**config.mk**
```make
export PLATFORM = sky130hd
export DESIGN_NAME = main
export DESIGN_NICKNAME = d
export VERILOG_FILES = /design/src/bank_pkg.sv /design/src/ram_unit.sv /design/src/ram_arbiter.sv /design/src/main_control.sv /design/src/transaction_control.sv /design/src/datapath.sv /design/src/access_values.sv /design/src/store_values.sv /design/src/main.sv
export SDC_FILE = /design/constraint.sdc
export NUM_CORES = 1
export LEC_CHECK = 0
export BUFFER_PORTS_ARGS = -buffer_cell sky130_fd_sc_hd__buf_2
export CAP_MARGIN = 5
export CORE_MARGIN = 5
export CORE_UTILIZATION = 65
export CTS_BUF_LIST = sky130_fd_sc_hd__clkbuf_2 sky130_fd_sc_hd__clkbuf_4 sky130_fd_sc_hd__clkbuf_8
export DETAILED_ROUTE_END_ITERATION = 10
export GPL_ROUTABILITY_DRIVEN = 0
export HOLD_SLACK_MARGIN = 0.15
export PLACE_DENSITY_LB_ADDON = 0.1
export SLEW_MARGIN = 20
export SYNTH_ARGS = -nofsm -noshare
export SYNTH_HDL_FRONTEND = slang
export SYNTH_SLANG_ARGS = --single-unit
export TNS_END_PERCENT = 10
```
**constraint.sdc**
```tcl
create_clock -name clock -period 9 [get_ports clock]
set_input_delay 1.8 -clock clock [delete_from_list [all_inputs] [get_ports clock]]
set_output_delay 1.8 -clock clock [all_outputs]
set_load 0.03 [all_outputs]
```
**src/bank_pkg.sv**
```systemverilog
// Shared widths, vector types, RAM structs and FSM encodings; imported by every ledger module
package bank_pkg;

	// 2**ACCT_W accounts in the balance RAM
	localparam int ACCT_W    = 4;
	localparam int KEY_W     = 8;
	localparam int AMOUNT_W  = 8;
	localparam int BALANCE_W = 16;

	typedef logic [KEY_W-1:0]     key_t;
	typedef logic [AMOUNT_W-1:0]  amount_t;
	typedef logic [BALANCE_W-1:0] balance_t;
	typedef logic [ACCT_W-1:0]    acct_t;

	// One RAM access as seen by the arbiter
	typedef struct packed {
		logic     we;
		acct_t    addr;
		balance_t wdata;
	} mem_req_t;

	typedef struct packed {
		logic     approved;
		acct_t    acct;
		balance_t balance;
	} result_t;

	typedef enum logic [2:0] {
		idle,
		load_key,
		load_amount,
		ready,
		busy
	} main_state_t;

	typedef enum logic [2:0] {
		step_idle,
		step_hash,
		step_read,
		step_check,
		step_store
	} step_t;

endpackage

```
**src/ram_unit.sv**
```systemverilog
// Single-port balance RAM with synchronous write and registered read, driven by the arbiter
`timescale 1ns/10ps

module ram_unit #(
	parameter int ACCT_W = bank_pkg::ACCT_W
) (
	input  logic               clock,
	input  bank_pkg::mem_req_t mem,
	input  logic               en,
	output bank_pkg::balance_t rdata
);
	import bank_pkg::*;

	balance_t words [2**ACCT_W];

	// Read returns the old word on a write cycle
	always_ff @(posedge clock)
	begin
		if (en)
		begin
			if (mem.we)
				words[mem.addr[ACCT_W-1:0]] <= mem.wdata;
			rdata <= words[mem.addr[ACCT_W-1:0]];
		end
	end

endmodule

```
**src/ram_arbiter.sv**
```systemverilog
// Fixed-priority RAM arbiter; reader first, writer second, host last, with read data routed back
`timescale 1ns/10ps

module ram_arbiter #(
	parameter int ACCT_W = bank_pkg::ACCT_W
) (
	input  logic               clock,
	input  logic               rst_n,
	input  logic               rd_req,
	input  logic               wr_req,
	input  logic               host_req,
	input  bank_pkg::mem_req_t rd_mem,
	input  bank_pkg::mem_req_t wr_mem,
	input  bank_pkg::mem_req_t host_mem,
	output logic               rd_gnt,
	output logic               wr_gnt,
	output logic               host_gnt,
	output logic               rd_rvalid,
	output logic               host_rvalid,
	output bank_pkg::balance_t rdata
);
	import bank_pkg::*;

	mem_req_t ram_mem;
	logic     ram_en;

	assign rd_gnt = rd_req;
	assign wr_gnt = wr_req && !rd_req;
	assign host_gnt = host_req && !rd_req && !wr_req;
	assign ram_en = rd_req || wr_req || host_req;

	always_comb
	begin
		if (rd_gnt)
			ram_mem = rd_mem;
		else if (wr_gnt)
			ram_mem = wr_mem;
		else
			ram_mem = host_mem;
	end

	// RAM output is registered, so the matching rvalid follows one cycle later
	always_ff @(posedge clock)
	begin
		if (!rst_n)
		begin
			rd_rvalid <= 1'b0;
			host_rvalid <= 1'b0;
		end
		else
		begin
			rd_rvalid <= rd_gnt && !rd_mem.we;
			host_rvalid <= host_gnt && !host_mem.we;
		end
	end

	ram_unit #(
		.ACCT_W (ACCT_W)
	) u_ram_unit (
		.clock (clock),
		.mem   (ram_mem),
		.en    (ram_en),
		.rdata (rdata)
	);

	// A waiting host request keeps its payload until granted
	assert property (@(posedge clock) disable iff (!rst_n)
		host_req && !host_gnt |=> host_req && $stable(host_mem));

endmodule

```
**src/main_control.sv**
```systemverilog
// User-side controller; latches key and amount from the switches and launches one transaction
`timescale 1ns/10ps

module main_control (
	input  logic              clock,
	input  logic              rst_n,
	input  logic              load,
	input  logic              start,
	input  bank_pkg::key_t    sw,
	input  logic              finished,
	output logic              start_transaction,
	output bank_pkg::key_t    key,
	output bank_pkg::amount_t amount
);
	import bank_pkg::*;

	main_state_t state;

	always_ff @(posedge clock)
	begin
		if (!rst_n)
		begin
			state <= idle;
			start_transaction <= 1'b0;
		end
		else
		begin
			start_transaction <= 1'b0;
			case (state)
				// A load seen in idle already counts as the key
				idle:
				begin
					if (load)
						state <= load_amount;
					else
						state <= load_key;
				end
				load_key:
				begin
					if (load)
						state <= load_amount;
				end
				load_amount:
				begin
					if (load)
						state <= ready;
				end
				ready:
				begin
					if (start)
					begin
						state <= busy;
						start_transaction <= 1'b1;
					end
				end
				// Loads and starts are dropped until the sequencer finishes
				busy:
				begin
					if (finished)
						state <= idle;
				end
				default: state <= idle;
			endcase
		end
	end

	// Switch capture follows the load that the FSM accepts
	always_ff @(posedge clock)
	begin
		if (load && (state == idle || state == load_key))
			key <= sw;
		if (load && state == load_amount)
			amount <= amount_t'(sw);
	end

	// Sequencer only finishes a transaction that was launched from here
	assert property (@(posedge clock) disable iff (!rst_n)
		finished |-> state == busy);

endmodule

```
**src/transaction_control.sv**
```systemverilog
// Step sequencer; walks hash, read, check and store, then pulses finished to the user controller
`timescale 1ns/10ps

module transaction_control (
	input  logic            clock,
	input  logic            rst_n,
	input  logic            start_transaction,
	input  logic            dp_done,
	input  logic            rd_done,
	input  logic            wr_done,
	output bank_pkg::step_t step,
	output logic            finished
);
	import bank_pkg::*;

	logic done_step;

	// Owner of the current step reports its completion
	always_comb
	begin
		case (step)
			step_hash:  done_step = dp_done;
			step_read:  done_step = rd_done;
			step_check: done_step = dp_done;
			step_store: done_step = wr_done;
			default:    done_step = 1'b0;
		endcase
	end

	always_ff @(posedge clock)
	begin
		if (!rst_n)
		begin
			step <= step_idle;
			finished <= 1'b0;
		end
		else
		begin
			finished <= 1'b0;
			case (step)
				step_idle:
				begin
					if (start_transaction)
						step <= step_hash;
				end
				step_hash:
				begin
					if (done_step)
						step <= step_read;
				end
				step_read:
				begin
					if (done_step)
						step <= step_check;
				end
				step_check:
				begin
					if (done_step)
						step <= step_store;
				end
				step_store:
				begin
					if (done_step)
					begin
						step <= step_idle;
						finished <= 1'b1;
					end
				end
				default: step <= step_idle;
			endcase
		end
	end

	// No new launch may land on the finish cycle
	assert property (@(posedge clock) disable iff (!rst_n)
		finished |=> step == step_idle);

endmodule

```
**src/datapath.sv**
```systemverilog
// Ledger datapath; hashes the key to an account and decides approval and the new balance
`timescale 1ns/10ps

module datapath #(
	parameter int ACCT_W = bank_pkg::ACCT_W
) (
	input  logic               clock,
	input  logic               rst_n,
	input  bank_pkg::step_t    step,
	input  bank_pkg::key_t     key,
	input  bank_pkg::amount_t  amount,
	input  bank_pkg::balance_t balance_in,
	output bank_pkg::acct_t    acct,
	output bank_pkg::balance_t new_balance,
	output bank_pkg::result_t  result,
	output logic               done_step,
	output logic               done
);
	import bank_pkg::*;

	localparam int unsigned N_ACCT = 1 << ACCT_W;

	logic [3:0] nibble_x;
	logic       approved;
	balance_t   amount_ext;
	balance_t   next_balance;

	// Toy hash, XOR of the key nibbles folded into the account space
	assign nibble_x = key[7:4] ^ key[3:0];

	assign amount_ext = balance_t'(amount);
	assign approved = amount_ext <= balance_in;
	assign next_balance = approved ? balance_in - amount_ext : balance_in;

	// Writer stores whatever the check step decided
	assign new_balance = result.balance;

	always_ff @(posedge clock)
	begin
		if (step == step_hash && !done_step)
			acct <= acct_t'(nibble_x % N_ACCT);
	end

	always_ff @(posedge clock)
	begin
		if (!rst_n)
		begin
			done_step <= 1'b0;
			done <= 1'b0;
			result <= '0;
		end
		else
		begin
			// One-cycle work per step, pulse once then wait for the next step
			done_step <= (step == step_hash || step == step_check) && !done_step;
			done <= step == step_check && !done_step;
			if (step == step_check && !done_step)
				result <= '{approved: approved, acct: acct, balance: next_balance};
		end
	end

endmodule

```
**src/access_values.sv**
```systemverilog
// Reader peer; requests the account balance from the arbiter and holds the returned word
`timescale 1ns/10ps

module access_values #(
	parameter int ACCT_W = bank_pkg::ACCT_W
) (
	input  logic                clock,
	input  logic                rst_n,
	input  bank_pkg::step_t     step,
	input  bank_pkg::acct_t     acct,
	output logic                req,
	output bank_pkg::mem_req_t  mem,
	input  logic                gnt,
	input  logic                rvalid,
	input  bank_pkg::balance_t  rdata,
	output bank_pkg::balance_t  balance,
	output logic                rd_done
);
	import bank_pkg::*;

	logic issued;

	// Read data is captured on the same edge that ends the step
	assign rd_done = rvalid;

	always_ff @(posedge clock)
	begin
		if (!rst_n)
		begin
			req <= 1'b0;
			issued <= 1'b0;
		end
		else
		begin
			if (step != step_read)
				issued <= 1'b0;
			else if (!issued)
			begin
				req <= 1'b1;
				issued <= 1'b1;
			end
			if (gnt)
				req <= 1'b0;
		end
	end

	always_ff @(posedge clock)
	begin
		if (step == step_read && !issued)
			mem <= '{we: 1'b0, addr: acct_t'(acct[ACCT_W-1:0]), wdata: '0};
		if (rvalid)
			balance <= rdata;
	end

endmodule

```
**src/store_values.sv**
```systemverilog
// Writer peer; requests a balance write from the arbiter and reports the grant as step done
`timescale 1ns/10ps

module store_values #(
	parameter int ACCT_W = bank_pkg::ACCT_W
) (
	input  logic               clock,
	input  logic               rst_n,
	input  bank_pkg::step_t    step,
	input  bank_pkg::acct_t    acct,
	input  bank_pkg::balance_t new_balance,
	output logic               req,
	output bank_pkg::mem_req_t mem,
	input  logic               gnt,
	output logic               wr_done
);
	import bank_pkg::*;

	logic issued;

	// Write lands in the RAM on the grant edge
	assign wr_done = gnt;

	always_ff @(posedge clock)
	begin
		if (!rst_n)
		begin
			req <= 1'b0;
			issued <= 1'b0;
		end
		else
		begin
			if (step != step_store)
				issued <= 1'b0;
			else if (!issued)
			begin
				req <= 1'b1;
				issued <= 1'b1;
			end
			if (gnt)
				req <= 1'b0;
		end
	end

	always_ff @(posedge clock)
	begin
		if (step == step_store && !issued)
			mem <= '{we: 1'b1, addr: acct_t'(acct[ACCT_W-1:0]), wdata: new_balance};
	end

	// A waiting write keeps its request and payload until granted
	assert property (@(posedge clock) disable iff (!rst_n)
		req && !gnt |=> req && $stable(mem));

endmodule

```
**src/main.sv**
```systemverilog
// Ledger top level; ties controllers, datapath, RAM peers and arbiter together for the testbench
`timescale 1ns/10ps

module main #(
	parameter int ACCT_W = bank_pkg::ACCT_W
) (
	input  logic               clock,
	input  logic               rst_n,
	input  logic               load,
	input  logic               start,
	input  bank_pkg::key_t     sw,
	input  logic               host_req,
	input  bank_pkg::mem_req_t host_mem,
	output logic               host_gnt,
	output bank_pkg::balance_t host_rdata,
	output logic               host_rvalid,
	output bank_pkg::result_t  result,
	output logic               done
);
	import bank_pkg::*;

	// Controller handshake
	logic     start_transaction;
	logic     finished;
	step_t    step;
	logic     dp_done;
	logic     rd_done;
	logic     wr_done;

	// Transaction operands
	key_t     key;
	amount_t  amount;
	acct_t    acct;
	balance_t balance;
	balance_t new_balance;

	// Peer side of the arbiter
	logic     rd_req;
	logic     wr_req;
	logic     rd_gnt;
	logic     wr_gnt;
	logic     rd_rvalid;
	mem_req_t rd_mem;
	mem_req_t wr_mem;

	main_control u_main_control (
		.clock             (clock),
		.rst_n             (rst_n),
		.load              (load),
		.start             (start),
		.sw                (sw),
		.finished          (finished),
		.start_transaction (start_transaction),
		.key               (key),
		.amount            (amount)
	);

	transaction_control u_transaction_control (
		.clock             (clock),
		.rst_n             (rst_n),
		.start_transaction (start_transaction),
		.dp_done           (dp_done),
		.rd_done           (rd_done),
		.wr_done           (wr_done),
		.step              (step),
		.finished          (finished)
	);

	datapath #(
		.ACCT_W (ACCT_W)
	) u_datapath (
		.clock       (clock),
		.rst_n       (rst_n),
		.step        (step),
		.key         (key),
		.amount      (amount),
		.balance_in  (balance),
		.acct        (acct),
		.new_balance (new_balance),
		.result      (result),
		.done_step   (dp_done),
		.done        (done)
	);

	access_values #(
		.ACCT_W (ACCT_W)
	) u_access_values (
		.clock   (clock),
		.rst_n   (rst_n),
		.step    (step),
		.acct    (acct),
		.req     (rd_req),
		.mem     (rd_mem),
		.gnt     (rd_gnt),
		.rvalid  (rd_rvalid),
		.rdata   (host_rdata),
		.balance (balance),
		.rd_done (rd_done)
	);

	store_values #(
		.ACCT_W (ACCT_W)
	) u_store_values (
		.clock       (clock),
		.rst_n       (rst_n),
		.step        (step),
		.acct        (acct),
		.new_balance (new_balance),
		.req         (wr_req),
		.mem         (wr_mem),
		.gnt         (wr_gnt),
		.wr_done     (wr_done)
	);

	// Read data bus is shared, rvalid tells each requester when it is theirs
	ram_arbiter #(
		.ACCT_W (ACCT_W)
	) u_ram_arbiter (
		.clock       (clock),
		.rst_n       (rst_n),
		.rd_req      (rd_req),
		.wr_req      (wr_req),
		.host_req    (host_req),
		.rd_mem      (rd_mem),
		.wr_mem      (wr_mem),
		.host_mem    (host_mem),
		.rd_gnt      (rd_gnt),
		.wr_gnt      (wr_gnt),
		.host_gnt    (host_gnt),
		.rd_rvalid   (rd_rvalid),
		.host_rvalid (host_rvalid),
		.rdata       (host_rdata)
	);

endmodule

```
After elaboration in Yosys (flattened, before gate mapping)
Memory sizes are Yosys's and may differ from the RTL's. A register that Yosys moved wholly into a read port is not among the register bits. Cells that the tools add are included.

Add/sub/neg operators: 1. Order comparisons: 1. Eq/ne operators: 19. Multiplexer cells: 24. Bitwise logic cells: 4. Reduce and logical (&&, ||, !) cells: 31.

Operator list (count): 2-to-1 mux 21 bit (2); case mux 3 bit (5 select lines) (2); 2-to-1 mux 3 bit (9); <= comparator 8 x 16 -> 1 bit (1); 2-to-1 mux 16 bit (1); != test 2 bit, second input constant (8); subtractor 16 x 8 -> 16 bit (1); equality test 3 x 2 -> 1 bit, second input constant (4); logical AND 1 bit (11); 2-to-1 mux 1 bit (8); equality test 3 x 1 -> 1 bit, second input constant (2); equality test 3 bit, second input constant (2); zero test 1 bit (6); zero test 3 bit (2); AND reduction 2 bit (3); AND reduction 5 bit (1); logical OR 1 bit (4); AND reduction 4 bit (1); OR reduction 2 bit (2); XOR 4 bit (1); != test 3 x 2 -> 1 bit, second input constant (1); != test 3 bit, second input constant (1); inverter 1 bit (3); case mux 1 bit (3 select lines) (1); other kinds (3) (3).

Register bits after elaboration: 97. Bits in writable memories: 256. Input bits: 34. Logic and storage cells: 103. Memories kept: 1.

Memory list: u_ram_arbiter.u_ram_unit.words (words 16, bits a word 16, read ports 1, clocked after Yosys merged registers in 1, write ports 1, line ram_unit.sv:14) `balance_t words [2**ACCT_W];`.

Logic depth before layout (Yosys ltp)
Gate-level depths: netlist of the first run.

Word-level depth: 7. Depth in mapped cells: 9. Gate-level depth less buffers: 9.

By module
Synthesis of the first run repeated with hierarchy kept, for this count alone.

Cell total of the unflattened synthesis: 863. Area, all modules: 15011.9 µm².

Modules (own cells, without submodules): ram_unit (times used 1, cells each 437, area each 10247.3 µm²); datapath (times used 1, cells each 217, area each 1805.5 µm²); access_values (times used 1, cells each 45, area each 827.0 µm²); store_values (times used 1, cells each 29, area each 706.9 µm²); main_control (times used 1, cells each 35, area each 665.6 µm²); ram_arbiter (times used 1, cells each 78, area each 540.5 µm²); transaction_control (times used 1, cells each 22, area each 219.0 µm²).

Worst setup path before layout of the first run
Ideal clock, no wire load.

Path kind: input -> output. Start point: in host_req. End point: out host_gnt. Arrival: 2.562 ns. Path slack: 4.638 ns. Cell stages on the path: 1. Path buffers: 0. Path through: nor3b_1.

Longest elaborated chain between the ends: 2.

Ends and longest elaborated chain: start: declaration (line main.sv:12) `input logic host_req,`; logical AND 1 bit (2 in a row) (line ram_arbiter.sv:29) `assign host_gnt = host_req && !rd_req && !wr_req;`; end: declaration (line main.sv:14) `output logic host_gnt,`.

No other way between the ends.

Worst setup path in the final report of the first run
Start point: in host_mem[17] in the netlist's numbering. End point: mem u_ram_arbiter.u_ram_unit.words[3][10] in the netlist's numbering (enable).

Longest elaborated chain between the ends: 2.

Ends and longest elaborated chain: start: declaration (line main.sv:13) `input bank_pkg::mem_req_t host_mem,`; 2-to-1 mux 21 bit (line ram_arbiter.sv:36) `else if (wr_gnt)`; 2-to-1 mux 21 bit (line ram_arbiter.sv:34) `if (rd_gnt)`; end: declaration (line ram_unit.sv:14).

No other way between the ends.

==> results of run 1 <==
==> report_power, final <==
group / total [uW] / internal (uW) / switching (uW)
combinational: 189 / 69.1 / 120
sequential: 1910 / 1890 / 15.2
clock: 1360 / 734 / 622
total: 3450 / 2700 / 758
==> worst max path at each step <==
stage                       from                                         endpoint  slack [ps]  cells past startpoint
floorplan               host_req                                         host_gnt        4640                      1
global placement    host_mem[17]  u_ram_arbiter.u_ram_unit.words[3][10]$_DFFE_PP_        4050                      7
CTS                 host_mem[17]  u_ram_arbiter.u_ram_unit.words[3][10]$_DFFE_PP_        4580                      7
finish              host_mem[17]  u_ram_arbiter.u_ram_unit.words[3][10]$_DFFE_PP_        4590                      7
global route        host_mem[17]  u_ram_arbiter.u_ram_unit.words[3][10]$_DFFE_PP_        4370                      7
detailed placement  host_mem[17]  u_ram_arbiter.u_ram_unit.words[3][13]$_DFFE_PP_        3930                      7
==> synth_stat cells (2+ instances only) <==
library cell / count
nand2b_1: 6
or4_4: 2
xor2_1: 6
nor3b_1: 5
a21oi_1: 29
mux2i_1: 123
inv_1: 13
a211oi_1: 35
nand2_1: 17
nand4_1: 2
o21ai_0: 17
a2111oi_0: 2
o21ai_1: 2
buf_2: 17
buf_1: 4
a21oi_2: 3
nor2b_1: 3
dfxtp_1: 37
nand4b_1: 2
and2_1: 4
a32oi_1: 2
mux2_4: 2
ha_1: 8
nor2_1: 87
or3_1: 19
xnor2_1: 13
clkbuf_1: 24
nor3_1: 6
o22ai_1: 16
a21o_1: 6
edfxtp_1: 332
mux2_2: 64
==> kinds of logic (layout without fill, tap and decap cells) <==
group	Yosys count	in the layout	share of synthesized area, %
multiplexers	189	189	13.3
adder cells (fa/ha/maj)	9	9	0.808
XOR/XNOR	19	19	1.12
buffers and inverters	60	213	1.77
flip-flops	369	369	72.0
AO/OA/AOI/OAI	122	122	5.36
AND/OR/NAND/NOR	167	167	5.62
==> flip-flops by register name (all words and copies together) (netlist names) <==
signal,count
u_access_values.req,1
u_transaction_control.finished,1
u_datapath.acct,4
u_access_values.mem,4
u_access_values.issued,1
u_ram_arbiter.u_ram_unit.words,256
u_main_control.amount,8
u_ram_arbiter.rd_rvalid,1
u_datapath.done_step,1
u_datapath.done,1
u_transaction_control.step,3
u_access_values.balance,16
u_main_control.state,3
u_datapath.result,5
u_main_control.key,8
u_store_values.mem,20
u_datapath.new_balance,16
u_ram_arbiter.host_rvalid,1
u_store_values.req,1
u_main_control.start_transaction,1
u_store_values.issued,1
u_ram_arbiter.u_ram_unit.rdata,16
==> worst max-delay path, cell delays in order <==
cell and delay (ps):
buf_2 90, mux2i_1 140, o21ai_4 870, buf_12 620, nand2_1 250, nor2_1 580, buf_4 320
==> layout make-up <==
cell class / instances / area [um^2] / area share, %
tap: 285 / 357 / 2.13
inverter: 13 / 48.8 / 0.291
multi-input combinational: 506 / 3940 / 23.5
clock inverter: 20 / 115 / 0.688
clock buffer: 84 / 1020 / 6.12
timing repair buffer: 96 / 551 / 3.29
sequential: 369 / 10700 / 64.0
==> stage by stage <==
| stage | utilization [%] | instances | worst slack [ps] | area [um^2] |
|---|---|---|---|---|
| 3_5_place_dp | 69.1 | 1269 | 3930 | 15600 |
| 3_3_place_gp | 69.1 | 1269 | 4050 | 15600 |
| 6_report | 74.2 | 1373 | 4590 | 16700 |
| 4_1_cts | 74.1 | 1373 | 4580 | 16700 |
| 2_1_floorplan | - | 935 | 4640 | 14900 |
| 5_1_grt | 74.2 | 1373 | 4370 | 16700 |
==> routing by layer <==
metal | vias to the layer above | global-route usage, % | share of wire [%]
met5 | - | 0 | 0
met4 | 0 | 7.10 | 1.9
met1 | 4049 | 34.6 | 43
met2 | 333 | 38.3 | 47
li1 | 3820 | - | -
met3 | 47 | 4.80 | 8.0
==> out/results.ini, run 1 <==
[synth]
yosysTopAreaCell = edfxtp_1
synth_cells = 935
synth_seq_cells = 369
netlist_area_um2 = 14900
async_flop_share_pct = 0
ys_types = 59
synth_edf_count = 332
synth_nets = 978
syn_area_per_cell_um2 = 15.9
synth_top_area_share_pct = 67.0
synth_warnings = 0
synth_flop_cell = edfxtp_1
yosysSeqAreaShare_pct = 72.0
synthTopCellsByArea = edfxtp_1, mux2i_1, dfxtp_1

[setup_path]
worstPathMaxFanout = 105
reg2reg_from = u_store_values.req$_SDFFE_PP0P_
start_kind = primary input
rr_worst_depth = 7
required_ps = 9310
crit_path_end_kind = flop
ff2ff_setup_slack_ps = 5410
worstSetupPathType = in -> reg
r2r_end = u_ram_arbiter.u_ram_unit.rdata[14]$_DFFE_PP_
cp_data_arrival_time_ps = 4720

[sta]
final-hold-violation-count = 0
whs_ps = 445
tns_ps = 0
layout_min_cycle_time_ps = 4410
timing.fmax_ghz = 0.227
clock_skew_ps = 21.0
relSlewSlack_pct = 25.2
slew_viol_final = 0
finalCritPeriodShare_pct = 49.0
worstMarginPinSlew_ps = 1120
rsz0062_at_grt = false
setup_viol = 0

[global_route]
globalRouteOverflowTotal = 0
grt_pass1_wl_um = 47600
grt_use_total_pct = 24.1
grt_pass1_vias = 8163
grt_start_max_net_pins = 106
antenna_found_initial = 0

[clock_network]
clock_tree.root_cell = clkbuf_8
cts_tree = built
clock_sinks = 369
cts_buffer_depth = 3
clock_latency_ps = 610
path_clk_slew_ps = 60
cts_resized = 0
hold_buffers = 0
post_cts_buffers = 0
cts_buffers = 58
h-tree-depth = 2

[cells_and_area]
layout-drive-gt1-share_pct = 25.2
mostFrequentLayoutCell = edfxtp_1
syn2layout_area_growth_pct = 12.5
antenna_cells = 0
layout_common_cells = edfxtp_1, mux2i_1, nor2_1
fillers = 1418
fin_nets = 1087

[floorplanning]
rows = 55
die_area_um2 = 26000
fp.dieW_um = 161
die_y_um = 161
start_util_pct = 65.9
core_um2 = 22600
ios = 74

[hold_path]
hold_path.class = reg -> reg
whs_endpoint = u_store_values.mem[1]$_DFFE_PP_
worstHoldStart = u_datapath.new_balance[1]$_SDFFE_PN0P_
whs_path_depth = 0

[drt]
vias_per_cell = 6.01
drt-total-wl_um = 31100
antenna_left = 0
first_iter_violations = 774
num_vias = 8249
wl_per_cell_um = 22.7
dr.pass1.iters = 5
drc = 0

[run]
cap_violations = 0

[placement]
hpwlAfterDp_um = 19300
io_buffers = 73

[power_and_ir_drop]
ir_drop_uv = 175
power.density_nw_per_um2 = 206
p_leak_uw = 0.00610
power_uw = 3450

[run_status]
status = finished, final reports clean

No activity file was read; power rests on OpenSTA's default activity.
==> inputs of run 2 (changes only) <==
- CORE_UTILIZATION: 65 -> 57
- clock period: 9 -> 3.7 ns (I/O delays scaled with it)
==> out/results.ini, run 2 (synthesis results as in run 1) <==
[run_status]
status = finished, final reports clean

[drt]
drt-total-wl_um = 32800  ; +5.2%
num_vias = 8354  ; +1.3%
first_iter_violations = 660  ; -15%
antenna_left = 0  ; unchanged
dr.pass1.iters = 5  ; unchanged
wl_per_cell_um = 22.6  ; -0.41%
vias_per_cell = 5.76  ; -4.2%
drc = 0  ; unchanged

[floorplanning]
rows = 59  ; +7.3%
start_util_pct = 57.4  ; -8.5 points
core_um2 = 25900  ; +15%
ios = 74  ; unchanged
die_area_um2 = 29400  ; +13%
die_y_um = 172  ; +6.4%
fp.dieW_um = 172  ; +6.4%

[power_and_ir_drop]
comb_power_share_pct = 5.7  ; +0.2 points
seqPwrFrac_pct = 54.1  ; -1.2 points
ir_drop_uv = 377  ; +120%
intPower_uw = 6690  ; +150%
p_leak_uw = 0.00625  ; +2.4%
power_uw = 8590  ; +150%
power.density_nw_per_um2 = 502  ; +140%
switching_share_pct = 22.1  ; +0.16 points
p_sw_uw = 1900  ; +150%
clkPwrFrac_pct = 40.2  ; +0.9 points

[global_route]
globalRouteOverflowTotal = 0  ; unchanged
grt_use_total_pct = 22.4  ; -1.8 points
grt_pass1_vias = 8246  ; +1.0%
grt_start_max_net_pins = 81  ; -24%
grt_pass1_wl_um = 49200  ; +3.3%
antenna_found_initial = 0  ; unchanged

[run]
cap_violations = 0  ; unchanged

[placement]
hpwlAfterDp_um = 21100  ; +9.4%
io_buffers = 73  ; unchanged

[clock_network]
clock_latency_ps = 600  ; about the same
path_clk_slew_ps = 60  ; about the same
hold_buffers = 0  ; unchanged
cts_buffers = 57  ; -1.7%
clock_tree.root_cell = clkbuf_8
cts_resized = 0  ; unchanged
post_cts_buffers = 0  ; unchanged
h-tree-depth = 2  ; unchanged
cts_buffer_depth = 3  ; unchanged
cts_tree = built
clock_sinks = 369  ; unchanged

[setup_path]
max_stage_delay_ps = 530  ; -340 ps
worstSetupPathType = reg -> reg
cp_data_arrival_time_ps = 3180  ; -1540 ps
cp_cell_sequence = mux2i_1 -> o21ai_4 -> buf_12 -> mux2_2 -> nor2_1 -> a211oi_1 -> or3_1
crit_path_end_kind = flop
start_kind = flop
worst_path_max_delay_cell = dfxtp_1
worstPathMaxFanout = 43  ; -59%
required_ps = 4030  ; -5280 ps

[sta]
slew_viol_final = 0  ; unchanged
layout_min_cycle_time_ps = 2850
setup_viol = 0  ; unchanged
timing.fmax_ghz = 0.351
relSlewSlack_pct = 27.3  ; +2.1 points
worstMarginPinSlew_ps = 1090  ; -31.9 ps
rsz0062_at_grt = false
final-hold-violation-count = 0  ; unchanged
tns_ps = 0  ; unchanged
clock_skew_ps = 20.9  ; -0.0496 ps
finalCritPeriodShare_pct = 77.0

[cells_and_area]
seq_area_um2 = 10700  ; unchanged
fillers = 1889  ; +33%
largest_reg_flops = 256  ; unchanged
layout_common_cells = edfxtp_1, mux2i_1, buf_2
multi_input_area_um2 = 3970  ; +0.92%
layout-drive-gt1-share_pct = 28.2  ; +3.0 points
syn2layout_area_growth_pct = 15.0
mostFrequentLayoutCell = edfxtp_1
antenna_cells = 0  ; unchanged
fin_nets = 1110  ; +2.1%

[hold_path]
hold_path.class = in -> reg

-- run 2: cell types whose count changed in the layout (fill, tap and decap cells not counted), sizes merged --
cell,before,now
clkinvlp,0,1
clkinv,18,24
buf,96,120
clkbuf,84,78
bufinv,0,3
-- run 2: worst max-delay path: cells and delay by family, from the launching register on --
family / cells / cell delay (ps)
flip-flops: 1 / 530
AO/OA/AOI/OAI: 2 / 590
buffers and inverters: 1 / 360
AND/OR/NAND/NOR: 2 / 470
multiplexers: 2 / 590
-- run 2: area by class of cell --
type                       instances  area share [%]
timing repair buffer             120            4.56
clock inverter                    30            1.27
multi-input combinational        506            23.2
tap                              335            2.45
clock buffer                      78            5.62
inverter                          13           0.285
sequential                       369            62.6
-- run 2: power groups by stage --
stage	clock (uW)	sequential, uW	combinational, uW
floorplan	0	4740	287
global placement	0	4730	480
detailed placement	0	4730	486
CTS	3520	4640	488
global route	3730	4650	526
finish	3450	4640	487
-- run 2: metrics by stage --
stage | std cells | cell area (um^2) | hold WS, ps | util, % | worst slack, ps
2_1_floorplan | 935 | 14900 | 445 | - | 611
3_3_place_gp | 1343 | 15900 | 431 | 61.5 | 696
3_5_place_dp | 1343 | 15900 | 437 | 61.5 | 649
4_1_cts | 1451 | 17100 | 327 | 66.0 | 853
5_1_grt | 1451 | 17100 | 332 | 66.0 | 691
6_report | 1451 | 17100 | 365 | 66.0 | 850
-- run 2: metal layers --
metal | up-vias | GRT usage, % | share of wire [%]
met5 | - | 0 | 0
met4 | 0 | 6.34 | 1.9
met3 | 56 | 4.02 | 7.2
met2 | 295 | 35.2 | 47
met1 | 4131 | 32.5 | 44
li1 | 3872 | - | -
-- run 2: worst paths after layout --
| check | cells past startpoint | endpoint | slack (ps) | from |
|---|---|---|---|---|
| hold reg to reg | 0 | u_access_values.balance[8]$_DFFE_PP_ | 450 | u_ram_arbiter.u_ram_unit.rdata[8]$_DFFE_PP_ |
| setup reg to reg | 7 | u_ram_arbiter.u_ram_unit.rdata[11]$_DFFE_PP_ | 850 | u_store_values.req$_SDFFE_PP0P_ |
| setup / recovery | 7 | u_ram_arbiter.u_ram_unit.rdata[11]$_DFFE_PP_ | 850 | u_store_values.req$_SDFFE_PP0P_ |
| hold / removal | 1 | u_main_control.key[1]$_DFFE_PP_ | 360 | sw[1] |
